==> config.mk <==
export PLATFORM = sky130hd
export DESIGN_NAME = clock_top
export DESIGN_NICKNAME = d
export VERILOG_FILES = /design/src/hw/clock_pkg.sv /design/src/hw/display_pkg.sv /design/src/hw/tick_gen.sv /design/src/hw/key_filter.sv /design/src/hw/clock_ctrl.sv /design/src/hw/time_keeper.sv /design/src/hw/seg_scan.sv /design/src/hw/clock_top.sv
export SDC_FILE = /design/constraint.sdc
export NUM_CORES = 1
export LEC_CHECK = 0
export BUFFER_PORTS_ARGS = -buffer_cell sky130_fd_sc_hd__buf_2
export CORE_UTILIZATION = 46
export DETAILED_ROUTE_END_ITERATION = 7
export PLACE_DENSITY_LB_ADDON = 0.12
export SLEW_MARGIN = 20
export SYNTH_ARGS = -nofsm -noshare
export SYNTH_HDL_FRONTEND = slang
export SYNTH_HIERARCHICAL = 1
export SYNTH_SLANG_ARGS = --single-unit
==> constraint.sdc <==
create_clock -name clk -period 5.45 [get_ports clk]
set_input_delay 0.545 -clock clk [delete_from_list [all_inputs] [get_ports clk]]
set_output_delay 0.545 -clock clk [all_outputs]
set_load 0.02 [all_outputs]
==> src/hw/clock_pkg.sv <==
// Time field types and default divider lengths; the defaults assume a 50 MHz clk
package clock_pkg;

	// ------------------------------
	// Time field widths
	// ------------------------------
	// Seconds or minutes, 0..59
	typedef logic [5:0] sec_t;
	// Hours, 0..23
	typedef logic [4:0] hour_t;

	localparam sec_t  SEC_MAX  = 6'd59;
	localparam hour_t HOUR_MAX = 5'd23;

	// ------------------------------
	// Control state
	// ------------------------------
	typedef enum logic [1:0] {
		MODE_CLOCK = 2'd0,
		MODE_SETUP = 2'd1,
		MODE_ALARM = 2'd2
	} mode_e;

	typedef enum logic [1:0] {
		FIELD_SEC  = 2'd0,
		FIELD_MIN  = 2'd1,
		FIELD_HOUR = 2'd2
	} field_e;

	// Divider lengths in clk cycles
	localparam int CYCLES_PER_SEC_DEF    = 32'd50_000_000;
	localparam int CYCLES_PER_SCAN_DEF   = 32'd5_000;
	localparam int CYCLES_PER_SAMPLE_DEF = 32'd500_000;

endpackage

==> src/hw/display_pkg.sv <==
// Display types and patterns; segments are active high and ordered a..g from the MSB
package display_pkg;

	localparam int DIGITS = 6;

	// One decimal digit
	typedef logic [3:0] bcd_t;
	// Segments {a, b, c, d, e, f, g}
	typedef logic [6:0] seg_t;
	// One-cold digit enable, bit 0 is the seconds ones digit
	typedef logic [DIGITS-1:0] digit_sel_t;

	// ------------------------------
	// Segment patterns
	// ------------------------------
	localparam seg_t SEG_BLANK = 7'b000_0000;
	localparam seg_t SEG_0     = 7'b111_1110;
	localparam seg_t SEG_1     = 7'b011_0000;
	localparam seg_t SEG_2     = 7'b110_1101;
	localparam seg_t SEG_3     = 7'b111_1001;
	localparam seg_t SEG_4     = 7'b011_0011;
	localparam seg_t SEG_5     = 7'b101_1011;
	localparam seg_t SEG_6     = 7'b101_1111;
	localparam seg_t SEG_7     = 7'b111_0000;
	localparam seg_t SEG_8     = 7'b111_1111;
	localparam seg_t SEG_9     = 7'b111_0011;

endpackage

==> src/hw/tick_gen.sv <==
// One-cycle strobe every CYCLES clk cycles; CYCLES must be at least 1, first strobe N cycles after reset
`timescale 1ns/100ps

module tick_gen #(
	parameter int CYCLES = 1
) (
	input  logic clk,
	input  logic rst_n,
	output logic o_tick
);

	localparam int CNT_W = (CYCLES > 1) ? $clog2(CYCLES) : 1;

	logic [CNT_W-1:0] cnt;

	always_ff @(posedge clk or negedge rst_n) begin
		if (!rst_n) begin
			cnt    <= '0;
			o_tick <= 1'b0;
		end else begin
			// Strobe registered at the top of the count
			o_tick <= (cnt == CNT_W'(CYCLES - 1));
			if (cnt == CNT_W'(CYCLES - 1)) begin
				cnt <= '0;
			end else begin
				cnt <= cnt + 1'b1;
			end
		end
	end

	a_tick_single: assert property (@(posedge clk) disable iff (!rst_n)
		(CYCLES > 1 && o_tick) |=> !o_tick);

endmodule

==> src/hw/key_filter.sv <==
// Press detector for one active-low key; the key must stay low across a sample strobe to count
`timescale 1ns/100ps

module key_filter (
	input  logic clk,
	input  logic rst_n,
	input  logic i_sample,
	input  logic i_key_n,
	output logic o_press
);

	// Newest and previous sampled levels, high is released
	logic key_now;
	logic key_prev;
	logic sample_d;

	always_ff @(posedge clk or negedge rst_n) begin
		if (!rst_n) begin
			key_now  <= 1'b1;
			key_prev <= 1'b1;
			sample_d <= 1'b0;
		end else begin
			sample_d <= i_sample;
			if (i_sample) begin
				key_prev <= key_now;
				key_now  <= i_key_n;
			end
		end
	end

	// High to low across the last two samples, once per strobe
	assign o_press = sample_d & key_prev & ~key_now;

endmodule

==> src/hw/clock_ctrl.sv <==
// Mode, field and alarm enable from press pulses; a mode press beats a field press in the same cycle
`timescale 1ns/100ps

module clock_ctrl (
	input  logic               clk,
	input  logic               rst_n,
	input  logic               i_mode_press,
	input  logic               i_field_press,
	input  logic               i_alarm_press,
	output clock_pkg::mode_e   o_mode,
	output clock_pkg::field_e  o_field,
	output logic               o_alarm_en
);

	clock_pkg::mode_e  mode_next;
	clock_pkg::field_e field_next;

	// ------------------------------
	// Step order
	// ------------------------------
	always_comb begin
		case (o_mode)
			clock_pkg::MODE_CLOCK: mode_next = clock_pkg::MODE_SETUP;
			clock_pkg::MODE_SETUP: mode_next = clock_pkg::MODE_ALARM;
			default:               mode_next = clock_pkg::MODE_CLOCK;
		endcase
	end

	always_comb begin
		case (o_field)
			clock_pkg::FIELD_SEC: field_next = clock_pkg::FIELD_MIN;
			clock_pkg::FIELD_MIN: field_next = clock_pkg::FIELD_HOUR;
			default:              field_next = clock_pkg::FIELD_SEC;
		endcase
	end

	// ------------------------------
	// State registers
	// ------------------------------
	always_ff @(posedge clk or negedge rst_n) begin
		if (!rst_n) begin
			o_mode  <= clock_pkg::MODE_CLOCK;
			o_field <= clock_pkg::FIELD_SEC;
		end else if (i_mode_press) begin
			o_mode  <= mode_next;
			// Every new mode starts on the seconds field
			o_field <= clock_pkg::FIELD_SEC;
		end else if (i_field_press) begin
			o_field <= field_next;
		end
	end

	// Alarm key is independent of the mode
	always_ff @(posedge clk or negedge rst_n) begin
		if (!rst_n) begin
			o_alarm_en <= 1'b0;
		end else if (i_alarm_press) begin
			o_alarm_en <= ~o_alarm_en;
		end
	end

	a_mode_legal: assert property (@(posedge clk) disable iff (!rst_n)
		o_mode inside {clock_pkg::MODE_CLOCK, clock_pkg::MODE_SETUP, clock_pkg::MODE_ALARM});

endmodule

==> src/hw/time_keeper.sv <==
// Running and alarm time; setup stops counting, and increments wrap one field without carry
`timescale 1ns/100ps

module time_keeper (
	input  logic               clk,
	input  logic               rst_n,
	input  logic               i_sec_tick,
	input  logic               i_inc,
	input  clock_pkg::mode_e   i_mode,
	input  clock_pkg::field_e  i_field,
	input  logic               i_alarm_en,
	output clock_pkg::sec_t    o_sec,
	output clock_pkg::sec_t    o_min,
	output clock_pkg::hour_t   o_hour,
	output logic               o_alarm
);

	clock_pkg::sec_t  sec;
	clock_pkg::sec_t  min;
	clock_pkg::hour_t hour;
	clock_pkg::sec_t  al_sec;
	clock_pkg::sec_t  al_min;
	clock_pkg::hour_t al_hour;
	logic             match;

	function automatic clock_pkg::sec_t inc_sec(input clock_pkg::sec_t v);
		return (v == clock_pkg::SEC_MAX) ? '0 : v + 1'b1;
	endfunction

	function automatic clock_pkg::hour_t inc_hour(input clock_pkg::hour_t v);
		return (v == clock_pkg::HOUR_MAX) ? '0 : v + 1'b1;
	endfunction

	// ------------------------------
	// Running time
	// ------------------------------
	always_ff @(posedge clk or negedge rst_n) begin
		if (!rst_n) begin
			sec  <= '0;
			min  <= '0;
			hour <= '0;
		end else if (i_mode == clock_pkg::MODE_SETUP) begin
			if (i_inc) begin
				case (i_field)
					clock_pkg::FIELD_SEC: sec  <= inc_sec(sec);
					clock_pkg::FIELD_MIN: min  <= inc_sec(min);
					default:              hour <= inc_hour(hour);
				endcase
			end
		end else if (i_sec_tick) begin
			sec <= inc_sec(sec);
			// Carry chain on the same edge
			if (sec == clock_pkg::SEC_MAX) begin
				min <= inc_sec(min);
				if (min == clock_pkg::SEC_MAX) begin
					hour <= inc_hour(hour);
				end
			end
		end
	end

	// ------------------------------
	// Alarm time
	// ------------------------------
	always_ff @(posedge clk or negedge rst_n) begin
		if (!rst_n) begin
			al_sec  <= '0;
			al_min  <= '0;
			al_hour <= '0;
		end else if (i_mode == clock_pkg::MODE_ALARM && i_inc) begin
			case (i_field)
				clock_pkg::FIELD_SEC: al_sec  <= inc_sec(al_sec);
				clock_pkg::FIELD_MIN: al_min  <= inc_sec(al_min);
				default:              al_hour <= inc_hour(al_hour);
			endcase
		end
	end

	assign match = (sec == al_sec) && (min == al_min) && (hour == al_hour);

	// Latched until the alarm is disabled
	always_ff @(posedge clk or negedge rst_n) begin
		if (!rst_n) begin
			o_alarm <= 1'b0;
		end else begin
			o_alarm <= i_alarm_en & (o_alarm | match);
		end
	end

	// Alarm mode shows the alarm setting
	assign o_sec  = (i_mode == clock_pkg::MODE_ALARM) ? al_sec  : sec;
	assign o_min  = (i_mode == clock_pkg::MODE_ALARM) ? al_min  : min;
	assign o_hour = (i_mode == clock_pkg::MODE_ALARM) ? al_hour : hour;

	a_field_range: assert property (@(posedge clk) disable iff (!rst_n)
		sec <= clock_pkg::SEC_MAX && min <= clock_pkg::SEC_MAX
		&& hour <= clock_pkg::HOUR_MAX && al_sec <= clock_pkg::SEC_MAX
		&& al_min <= clock_pkg::SEC_MAX && al_hour <= clock_pkg::HOUR_MAX);

endmodule

==> src/hw/seg_scan.sv <==
// Six-digit scan, one digit per scan strobe; o_seg_enb is active low and o_seg is active high
`timescale 1ns/100ps

module seg_scan (
	input  logic                    clk,
	input  logic                    rst_n,
	input  logic                    i_scan_tick,
	input  clock_pkg::sec_t         i_sec,
	input  clock_pkg::sec_t         i_min,
	input  clock_pkg::hour_t        i_hour,
	input  clock_pkg::mode_e        i_mode,
	output display_pkg::seg_t       o_seg,
	output logic                    o_seg_dp,
	output display_pkg::digit_sel_t o_seg_enb
);

	logic [2:0]        slot;
	clock_pkg::sec_t   value;
	display_pkg::bcd_t digit;

	always_ff @(posedge clk or negedge rst_n) begin
		if (!rst_n) begin
			slot <= '0;
		end else if (i_scan_tick) begin
			slot <= (slot == 3'(display_pkg::DIGITS - 1)) ? 3'd0 : slot + 1'b1;
		end
	end

	// ------------------------------
	// Slot to digit
	// ------------------------------
	// Pairs of slots share one field, odd slot is the tens digit
	always_comb begin
		case (slot)
			3'd0, 3'd1: value = i_sec;
			3'd2, 3'd3: value = i_min;
			default:    value = {1'b0, i_hour};
		endcase
		digit = slot[0] ? display_pkg::bcd_t'(value / 6'd10)
		                : display_pkg::bcd_t'(value % 6'd10);
	end

	always_comb begin
		case (digit)
			4'd0:    o_seg = display_pkg::SEG_0;
			4'd1:    o_seg = display_pkg::SEG_1;
			4'd2:    o_seg = display_pkg::SEG_2;
			4'd3:    o_seg = display_pkg::SEG_3;
			4'd4:    o_seg = display_pkg::SEG_4;
			4'd5:    o_seg = display_pkg::SEG_5;
			4'd6:    o_seg = display_pkg::SEG_6;
			4'd7:    o_seg = display_pkg::SEG_7;
			4'd8:    o_seg = display_pkg::SEG_8;
			4'd9:    o_seg = display_pkg::SEG_9;
			default: o_seg = display_pkg::SEG_BLANK;
		endcase
	end

	assign o_seg_enb = ~(display_pkg::digit_sel_t'(1) << slot);

	// Mode marker dots
	assign o_seg_dp = (slot == 3'd0 && i_mode == clock_pkg::MODE_SETUP)
	               || (slot == 3'd1 && i_mode == clock_pkg::MODE_ALARM);

	a_enb_one_cold: assert property (@(posedge clk) disable iff (!rst_n)
		$onehot(~o_seg_enb));

endmodule

==> src/hw/clock_top.sv <==
// Clock top level; keys are active low and assumed already in the clk domain
`timescale 1ns/100ps

module clock_top #(
	parameter int CYCLES_PER_SEC    = clock_pkg::CYCLES_PER_SEC_DEF,
	parameter int CYCLES_PER_SCAN   = clock_pkg::CYCLES_PER_SCAN_DEF,
	parameter int CYCLES_PER_SAMPLE = clock_pkg::CYCLES_PER_SAMPLE_DEF
) (
	input  logic                    clk,
	input  logic                    rst_n,
	input  logic                    i_key_mode_n,
	input  logic                    i_key_field_n,
	input  logic                    i_key_inc_n,
	input  logic                    i_key_alarm_n,
	output display_pkg::seg_t       o_seg,
	output logic                    o_seg_dp,
	output display_pkg::digit_sel_t o_seg_enb,
	output logic                    o_alarm
);

	logic sec_tick, scan_tick, sample_tick;
	logic mode_press, field_press, inc_press, alarm_press;
	logic alarm_en;
	clock_pkg::mode_e  mode;
	clock_pkg::field_e field;
	clock_pkg::sec_t   show_sec, show_min;
	clock_pkg::hour_t  show_hour;

	// ------------------------------
	// Dividers
	// ------------------------------
	tick_gen #(.CYCLES(CYCLES_PER_SEC)) sec_div_i (.clk, .rst_n, .o_tick(sec_tick));
	tick_gen #(.CYCLES(CYCLES_PER_SCAN)) scan_div_i (.clk, .rst_n, .o_tick(scan_tick));
	tick_gen #(.CYCLES(CYCLES_PER_SAMPLE)) sample_div_i (.clk, .rst_n, .o_tick(sample_tick));

	// Keys
	key_filter mode_key_i (.clk, .rst_n, .i_sample(sample_tick),
		.i_key_n(i_key_mode_n), .o_press(mode_press));
	key_filter field_key_i (.clk, .rst_n, .i_sample(sample_tick),
		.i_key_n(i_key_field_n), .o_press(field_press));
	key_filter inc_key_i (.clk, .rst_n, .i_sample(sample_tick),
		.i_key_n(i_key_inc_n), .o_press(inc_press));
	key_filter alarm_key_i (.clk, .rst_n, .i_sample(sample_tick),
		.i_key_n(i_key_alarm_n), .o_press(alarm_press));

	clock_ctrl ctrl_i (.clk, .rst_n, .i_mode_press(mode_press), .i_field_press(field_press),
		.i_alarm_press(alarm_press), .o_mode(mode), .o_field(field), .o_alarm_en(alarm_en));

	time_keeper time_i (.clk, .rst_n, .i_sec_tick(sec_tick), .i_inc(inc_press),
		.i_mode(mode), .i_field(field), .i_alarm_en(alarm_en), .o_sec(show_sec),
		.o_min(show_min), .o_hour(show_hour), .o_alarm);

	seg_scan scan_i (.clk, .rst_n, .i_scan_tick(scan_tick), .i_sec(show_sec),
		.i_min(show_min), .i_hour(show_hour), .i_mode(mode), .o_seg, .o_seg_dp, .o_seg_enb);

endmodule

==> impl_metrics.yaml, run 1 <==
logic_synthesis:
  syn-num-nets: 762
  synth-xor-area-share: 0.07606
  synth_enable_flop_cells: 0
  avgSynthCellArea_um2: 9.544
  ys.flop_type: "dfrtp_1"
  synth-simple-area-share: 0.2747
  ys_warn_count: 6
  ys_seq_area_frac: 0.4147
  synth_compound_gate_area_share: 0.1202
  syn_inst: 736
  synthesis.area_um2: 7024
  ys_async_sr_fraction: 1.000
  ys_types: 91
  postSynthRegisterBits: 116
  synthMuxAreaShare: 0.04649
  yosys.area_share.adder: 0.03563
  synth_top_family_by_area: "simple AND/OR/NAND/NOR gates"
floorplan:
  start_util: 0.4779
  core.rowCount: 44
  io_pins: 21
  die_h_um: 125.6
  core_area_um2: 14700
  die_w_um: 125.6
  dieArea_um2: 15770
placement:
  io_buffers: 20
  dp_hpwl_um: 10600
  placed_area_um2: 7232
  globalplace.congestion: 0.8536
timing:
  tightest_slew_ns: 1.038
  fin_crit_ns: 5.131
  rsz0062_at_grt: "false"
  fin_tns_setup_ns: 0
  finClkSkew_ns: 0.007679
  setup_viol: 0
  period_share: 0.9415
  max_freq_ghz: 0.1949
  maxSlewHeadroom: 0.3031
  final_hold_viol_count: 0
  drv_slew: 0
worst_setup_path:
  crit_family: "compound AO/OA/AOI/OAI gates"
  worstReg2RegStart: "inc_key_i/key_prev"
  slowest_delay_ns: 0.46
  cp_cell_sequence: "nand2b_2 -> buf_4 -> nand2_1 -> nand2_1 -> nor2b_1 -> a221oi_4 -> nor2_4 -> a21oi_2 -> ha_1 -> o2111a_2 -> nand3_2 -> a21oi_4 -> nor3_4 -> ha_1 -> nor2_1 -> a211o_1 -> or3b_1 -> o221ai_2 -> buf_2"
  critPathBufInv: 2
  critPathMaxFanout: 17
  crit_slowest_cell: "dfrtp_1"
  worstPathRequired_ns: 4.91
  r2r-end: "time_i/sec[4]"
  start_kind: "register"
  reg2reg_depth: 5
  crit_type: "register to output pin"
  end_kind: "output pin"
  rrSetupSlack_ns: 3.32
  arrival_ns: 4.59
global_routing:
  antenna_found_initial: 0
  grt_use_met1: 0.2707
  grt_pass1_vias: 5379
  grt_use_total: 0.2059
  top_usage_layer: "met2"
  gr-total-overflow: 0
  grt_util_met2: 0.3248
  globalRouteMet3Util: 0.04450
  grt_max_degree: 68
  grt_first_pass_wirelength_um: 25850
drt:
  vias: 5528
  wl_per_cell_um: 15.79
  firstDrtPassIters: 7
  drt_iter0_markers: 366
  ant_nets: 0
  viasPerCell: 5.813
  drc: 2
  routed_wl_um: 15020
finish:
  layout_common_cells: "nand2_1 (110), dfrtp_1 (106), nor2_1 (47)"
  insertedDiodeCount: 0
  area_growth_pct: 11.69
  final_common_cell: "nand2_1"
  nNetsFinal: 780
  drive_gt1_frac: 0.1760
  stdcell_area_um2: 7845
clock_tree:
  numCtsBuffers: 17
  clock-root-buffer: "clkbuf_16"
  cts_hold_buf: 0
  cts_tree: "yes"
  clkTransAtPathRegs_ns: 0.05
  cts_buffer_depth: 2
  clock_latency_ns: 0.42
  clock-sinks: 116
  cts_max_level: 4
status:
  status: "complete, but fails checks"
  violations: "design-rule violations"
power_and_ir_drop:
  p_per_area_nw_per_um2: 239.7
  leakagePower_nw: 3.390
  irDropWorstVdd_uv: 230.0
job:
  drv_cap: 0
worst_hold_path:
  holdCritPathClass: "input pin to asynchronous set/reset pin"
-- power breakdown --
group,internal [mW],switching (mW),leakage [nW]
registers,0.863,0,1.55
logic,0.00190,0.0169,1.58
clock network,0.625,0.373,0.265
-- cell families after synthesis --
| logic type | after synthesis |
|---|---|
| and+or+nand+nor | 347 |
| AOI/OAI and AO/OA | 119 |
| DFF | 116 |
| xor gates and xnor gates | 61 |
| buffers and inverters | 44 |
| muxes | 29 |
| adders and majority gates | 20 |
-- worst max-delay path by stage --
stage | startpoint | end | slack, ns | cells past startpoint
final | ctrl_i/o_mode[0] | o_seg[6] | 0.32 | 19
after global routing | ctrl_i/o_mode[0] | o_seg[5] | 0.01 | 20
after CTS | ctrl_i/o_mode[0] | o_seg[5] | 0.04 | 20
after detailed placement | scan_i/slot[2] | o_seg[6] | 0.42 | 17
after global placement | scan_i/slot[2] | o_seg[5] | 0.74 | 18
after floorplan | ctrl_i/o_mode[1] | o_seg[5] | 0.85 | 20
-- flip-flops by register name, indices dropped and copies added, names as in the netlist, 2 cells and up --
name	count
scan_i/slot	3
ctrl_i/o_mode	2
time_i/al_sec	6
time_i/hour	5
sec_div_i/cnt	26
scan_div_i/cnt	13
sample_div_i/cnt	19
ctrl_i/o_field	2
time_i/al_min	6
time_i/al_hour	5
time_i/sec	6
time_i/min	6
-- layout make-up --
| class | count | area [um^2] |
|---|---|---|
| multi-input cells | 576 | 3945 |
| clock inverters | 5 | 28.78 |
| repair buffers | 28 | 166.4 |
| clock buffers | 27 | 503.0 |
| inverters | 15 | 56.30 |
| flip-flops and latches | 116 | 2915 |
| fillers | 1373 | 6854 |
| well taps | 184 | 230.2 |
-- timing repair --
action / CTS / global route
gates resized for setup: 2 / 13
hold endpoints to repair: 0 / 0
pin swaps: 0 / 2
setup buffers: 0 / 2
setup endpoints to repair: 3 / 7
-- metrics by stage --
stage / setup WS [ns] / hold slack (ns) / power [mW] / std cells / util
global route: 0.01300 / 0.3061 / 1.951 / 951 / 0.5337
CTS: 0.04413 / 0.2628 / 1.909 / 949 / 0.5290
finish: 0.3188 / 0.2270 / 1.880 / 951 / 0.5337
floorplan: 0.8513 / 0.2494 / 0.8773 / 736 / -
global placement: 0.7396 / 0.4759 / 0.8971 / 917 / 0.4920
detailed placement: 0.4233 / 0.4837 / 0.8978 / 917 / 0.4920
-- cell usage after synthesis (all sizes together) (7+ instances only) --
cell type	number	area, um^2
a21oi	30	176.4
and3	16	106.4
and3b	7	62.56
buf	15	116.4
clkbuf	14	53.80
dfrtp	108	2703
dfstp	8	210.2
ha	20	250.2
inv	15	56.31
mux2	20	236.5
mux2i	9	90.09
nand2	113	436.7
nand2b	8	50.05
nand3	38	195.2
nand3b	7	52.55
nand4	25	192.7
nor2	51	201.5
nor2b	13	88.83
nor3	10	61.31
nor4	11	98.84
o21ai	41	212.7
or3	12	76.33
or4	7	56.30
xnor2	39	341.6
xor2	22	192.7
-- metal layers --
| layer | wire (um) | part of all wire | vias up |
|---|---|---|---|
| met2 | 7088 | 0.47 | 103 |
| li1 | - | - | 2690 |
| met3 | 495 | 0.033 | 25 |
| met5 | 0 | 0 | - |
| met4 | 278 | 0.019 | 0 |
| met1 | 7158 | 0.48 | 2710 |
Note: power is estimated with default switching activity, not from simulation.
==> run 2, diff against run 1 <==
--- a/config.mk
+++ b/config.mk
@@ -6,6 +6,8 @@
 export NUM_CORES = 1
 export LEC_CHECK = 0
 export BUFFER_PORTS_ARGS = -buffer_cell sky130_fd_sc_hd__buf_2
+export CELL_PAD_IN_SITES_DETAIL_PLACEMENT = 1
+export CELL_PAD_IN_SITES_GLOBAL_PLACEMENT = 1
 export CORE_UTILIZATION = 46
 export DETAILED_ROUTE_END_ITERATION = 7
 export PLACE_DENSITY_LB_ADDON = 0.12
==> run 2 against run 1 <==
The flow still finishes with violations (design-rule violations); register-to-register slack got worse by 0.19 ns; critical path depth increased by 1; sequential power about the same; wire length increased by 16%; worst hold slack got worse by 0.075 ns; largest power group unchanged.
==> impl_metrics.yaml, run 2 (synthesis results as in run 1) <==
drt:
  drt_iter0_markers: 327
  vias: 5578
  firstDrtPassIters: 6
  ant_nets: 0
  routed_wl_um: 17440
  drc: 2
  wl_per_cell_um: 18.19
  viasPerCell: 5.816
floorplan:
  core.rowCount: 44
  die_w_um: 125.6
  start_util: 0.4779
  die_h_um: 125.6
  core_area_um2: 14700
  dieArea_um2: 15770
  io_pins: 21
worst_setup_path:
  crit_type: "register to output pin"
  end_kind: "output pin"
  worstReg2RegStart: "inc_key_i/key_prev"
  crit_slowest_cell: "or3b_1"
  rrSetupSlack_ns: 3.13
  reg2reg_depth: 5
  slowest_delay_ns: 0.47
  r2r-end: "time_i/sec[4]"
  crit_path_frequent_cell: "nand2_1"
  worstPathRequired_ns: 4.91
  critPathMaxFanout: 20
  cp_cell_sequence: "nor2b_1 -> buf_6 -> nand2_1 -> nand2_1 -> nor4bb_1 -> a221o_1 -> nor2_2 -> nor2_1 -> a21oi_2 -> ha_1 -> o2111a_2 -> o311ai_1 -> nand2_1 -> a21oi_4 -> buf_4 -> o211ai_1 -> a211o_1 -> or3b_1 -> o221ai_2 -> buf_2"
  arrival_ns: 4.70
  start_kind: "register"
placement:
  globalplace.congestion: 0.9052
  dp_hpwl_um: 12140
  dp_slack_ns: 0.3596
  placed_area_um2: 7232
  io_buffers: 20
  dp_cells: 917
timing:
  whs_ns: 0.1516
  drv_slew: 0
  maxSlewHeadroom: 0.2840
  final_hold_viol_count: 0
  setup_ws_ns: 0.2013
  finClkSkew_ns: 0.008216
  tightest_slew_ns: 1.066
  max_freq_ghz: 0.1905
  fin_crit_ns: 5.249
  period_share: 0.9631
  setup_viol: 0
finish:
  layout_common_cells: "nand2_1 (110), dfrtp_1 (105), nor2_1 (48)"
  fin_cells: 959
  top_regs: "sec_div_i/cnt x26, sample_div_i/cnt x19, scan_div_i/cnt x13"
  insertedDiodeCount: 0
  num-fill-cells: 1658
  final_common_cell: "nand2_1"
  stdcell_area_um2: 7939
  regArea_um2: 2917
  top_register: "sec_div_i/cnt"
  nNetsFinal: 788
  largest_reg_flops: 26
  multi_input_area_um2: 3940
  area_growth_pct: 13.02
  drive_gt1_frac: 0.1832
global_routing:
  antenna_found_initial: 0
  grt_use_total: 0.2359
  grt_max_degree: 83
  grt_first_pass_wirelength_um: 29700
  gr-total-overflow: 0
  grt_pass1_vias: 5900
clock_tree:
  clock-root-buffer: "clkbuf_16"
  cts_hold_buf: 0
  clock_latency_ns: 0.41
  numCtsBuffers: 17
  cts_max_level: 4
  clock-sinks: 116
  cts_tree: "yes"
  cts_buffer_depth: 2
  clkTransAtPathRegs_ns: 0.05
status:
  status: "complete, but fails checks"
  violations: "design-rule violations"
power_and_ir_drop:
  p_per_area_nw_per_um2: 244.8
  leakagePower_nw: 3.439
  finalPower_mw: 1.943
  irDropWorstVdd_uv: 215.1
worst_hold_path:
  holdCritPathClass: "input pin to asynchronous set/reset pin"
job:
  drv_cap: 0
## run 2: cell count changes in the layout (fill, tap and decap cells not counted), sizes merged
cell	before	now
clkbuf	27	28
clkinv	5	3
bufinv	0	1
buf	28	36
## run 2: critical path: cells and delay by family (launching register included)
| kind | cells | cell delay (ns) |
|---|---|---|
| AND/OR/NAND/NOR | 8 | 1.55 |
| adder cells (fa/ha/maj) | 1 | 0.20 |
| buffers and inverters | 3 | 0.54 |
| AO/OA/AOI/OAI | 8 | 1.55 |
| flip-flops | 1 | 0.44 |
## run 2: final cells by class
class                   instances  area share
clock buffers                  28     0.06509
clock inverters                 4    0.006147
inverters                      15    0.007092
multi-input cells             576      0.4963
flip-flops and latches        116      0.3674
well taps                     184     0.02900
repair buffers                 36     0.02900
## run 2: worst max-delay path by stage
stage	depth (start not counted)	endpoint	slack [ns]	startpoint
2_1_floorplan	20	o_seg[5]	0.85	ctrl_i/o_mode[1]
3_3_place_gp	18	o_seg[5]	0.68	scan_i/slot[2]
3_5_place_dp	17	o_seg[6]	0.36	scan_i/slot[2]
4_1_cts	19	o_seg[5]	0.006	ctrl_i/o_mode[0]
5_1_grt	20	o_seg[6]	-0.09	ctrl_i/o_mode[0]
6_report	20	o_seg[6]	0.20	ctrl_i/o_mode[1]
## run 2: through the flow
stage / TNS [ns] / utilization
floorplan: 0 / -
global placement: 0 / 0.4920
detailed placement: 0 / 0.4920
CTS: 0 / 0.5309
global route: -0.2423 / 0.5401
finish: 0 / 0.5401
## run 2: metal layers
layer / part of all wire / up-vias / GRT usage
met5: 0 / - / 0
met4: 0.011 / 0 / 0.08178
met3: 0.021 / 11 / 0.04193
met2: 0.50 / 59 / 0.3941
met1: 0.46 / 2803 / 0.3076
li1: - / 2705 / -
## run 2: power breakdown
part / internal, mW / switching, mW
registers: 0.863 / 0
clock network: 0.686 / 0.375
logic: 0.00218 / 0.0172
## run 2: repair_timing
item / in CTS / in global routing
pin swaps: 0 / 3
resized for setup: 2 / 13
setup buffers: 0 / 10
endpoints found under the setup margin: 3 / 7
==> run 3, diff against run 2 <==
==> constraint.sdc (replaced) <==
create_clock -name clk -period 5.2 [get_ports clk]
set_input_delay 0.52 -clock clk [delete_from_list [all_inputs] [get_ports clk]]
set_output_delay 0.52 -clock clk [all_outputs]
set_load 0.02 [all_outputs]
==> run 3 against run 2 <==
The run still ends with design-rule violations left; sequential share of layout area down 0.43 points; critical path type unchanged; worst hold slack better by 0.19 ns; flip-flop and latch count unchanged; final area up 1.2%; critical endpoint is now o_seg[5]; power up 11%; clock skew up 0.0063 ns; global-route usage up 0.11 points; final cell count up 0.31%; core utilization up 0.66 points; wire length up 0.31%; via count up 0.93%.
==> impl_metrics.yaml, run 3 (synthesis results as in run 1) <==
worst_setup_path:
  worstPathRequired_ns: 4.68
  end_kind: "output pin"
  reg2reg_depth: 5
  start_kind: "register"
  rrSetupSlack_ns: 3.05
  r2r-end: "time_i/sec[4]"
  critPathMaxFanout: 10
  worstReg2RegStart: "inc_key_i/key_prev"
  arrival_ns: 4.45
  crit_type: "register to output pin"
timing:
  maxSlewHeadroom: 0.5419
  period_share: 0.9566
  finClkSkew_ns: 0.01455
  final_hold_viol_count: 0
  fin_crit_ns: 4.974
  drv_slew: 0
  max_freq_ghz: 0.2010
  fin_tns_setup_ns: 0
  setup_viol: 0
  tightest_slew_ns: 0.6809
global_routing:
  antenna_found_initial: 0
  grt_pass1_vias: 5904
  top_usage_layer: "met2"
  grt_use_met1: 0.3077
  grt_first_pass_wirelength_um: 29730
  grt_util_met2: 0.3951
  grt_max_degree: 80
  grt_use_total: 0.2370
  gr-total-overflow: 0
  globalRouteMet3Util: 0.04621
clock_tree:
  clock-root-buffer: "clkbuf_16"
  cts_max_level: 4
  clkTransAtPathRegs_ns: 0.06
  clock_latency_ns: 0.42
  numCtsBuffers: 17
  cts_buffer_depth: 2
  cts_tree: "yes"
  clock-sinks: 116
floorplan:
  core.rowCount: 44
  die_h_um: 125.6
  core_area_um2: 14700
  dieArea_um2: 15770
  start_util: 0.4779
  die_w_um: 125.6
  io_pins: 21
finish:
  fin_util: 0.5467
  insertedDiodeCount: 0
  largest_reg_flops: 26
  drive_gt1_frac: 0.1992
  final_common_cell: "nand2_1"
  top_regs: "sec_div_i/cnt x26, sample_div_i/cnt x19, scan_div_i/cnt x13"
  area_growth_pct: 14.41
  layout_common_cells: "nand2_1 (110), dfrtp_1 (104), nor2_1 (47)"
  top_register: "sec_div_i/cnt"
  nNetsFinal: 791
drt:
  drc: 2
  wl_per_cell_um: 18.19
  viasPerCell: 5.852
  firstDrtPassIters: 6
  ant_nets: 0
  vias: 5630
  drt_iter0_markers: 270
  routed_wl_um: 17500
power_and_ir_drop:
  irDropWorstVdd_uv: 211.2
  p_per_area_nw_per_um2: 267.3
  leakagePower_nw: 3.471
job:
  drv_cap: 0
placement:
  dp_hpwl_um: 12130
  io_buffers: 20
  globalplace.congestion: 0.8652
worst_hold_path:
  holdCritPathClass: "input pin to register"
  hp-start: "i_key_inc_n"
  whs_path_depth: 2
  whs_endpoint: "inc_key_i/key_now"
status:
  status: "complete, but fails checks"
  violations: "design-rule violations"
run 3: routing by layer:
metal / wire length [um] / vias up
met1: 8224 / 2854
met4: 231 / 0
met2: 8696 / 49
met5: 0 / -
li1: - / 2706
met3: 343 / 21
run 3: per-stage QoR:
| step | power, mW | std cells | setup slack [ns] | hold WS, ns | cell area, um^2 |
|---|---|---|---|---|---|
| after floorplan | 0.9195 | 736 | 0.6263 | 0.2244 | 7024 |
| after global placement | 0.9401 | 919 | 0.4615 | 0.4698 | 7247 |
| after detailed placement | 0.9406 | 919 | 0.1669 | 0.4785 | 7247 |
| after CTS | 2.174 | 953 | 0.009827 | 0.3040 | 7913 |
| after global routing | 2.217 | 962 | -0.04531 | 0.3193 | 8036 |
| final | 2.148 | 962 | 0.2257 | 0.3408 | 8036 |
run 3: worst max-delay path by stage:
stage / startpoint / to / cells past startpoint
2_1_floorplan: ctrl_i/o_mode[1] / o_seg[5] / 20
3_3_place_gp: scan_i/slot[2] / o_seg[5] / 18
3_5_place_dp: scan_i/slot[2] / o_seg[5] / 18
4_1_cts: ctrl_i/o_mode[1] / o_seg[5] / 20
5_1_grt: ctrl_i/o_mode[0] / o_seg[6] / 19
6_report: ctrl_i/o_mode[0] / o_seg[5] / 20
run 3: where the power goes:
group	total [mW]	switching, mW	internal, mW
Combinational	0.0230	0.0183	0.00468
Clock	1.22	0.450	0.772
Sequential	0.903	0	0.903
Total	2.15	0.468	1.68
run 3: cell type report:
type,instances,area [um^2]
clock buffer,18,439.2
inverter,15,56.30
multi-input combinational,576,3944
sequential,116,2918
fill,1650,6663
tap,184,230.2
clock inverter,14,177.7
timing repair buffer,39,271.5
run 3: worst max-delay path, cell delays in order, from the launching register on:
cell and delay [ns]:
dfrtp_2 0.46, nand2b_2 0.24, buf_4 0.19, nand2_1 0.07, nand2_1 0.06, nor2b_2 0.18, a221o_1 0.38, nor2_2 0.18
a21oi_2 0.07, ha_1 0.21, o2111a_2 0.18, o311ai_1 0.25, nand2_1 0.14, a21oi_4 0.21, a211oi_1 0.10, or3_4 0.41
inv_2 0.10, ha_1 0.24, nand2b_1 0.14, o21ai_1 0.06, buf_2 0.17
run 3: what timing repair did:
item | 4_1_cts | 5_1_grt
setup buffers | 2 | 6
hold buffers | 0 | 1
resized for setup | 8 | 12
pin swaps | 1 | 3
setup endpoints to repair | 7 | 7
hold endpoints to repair | 0 | 19
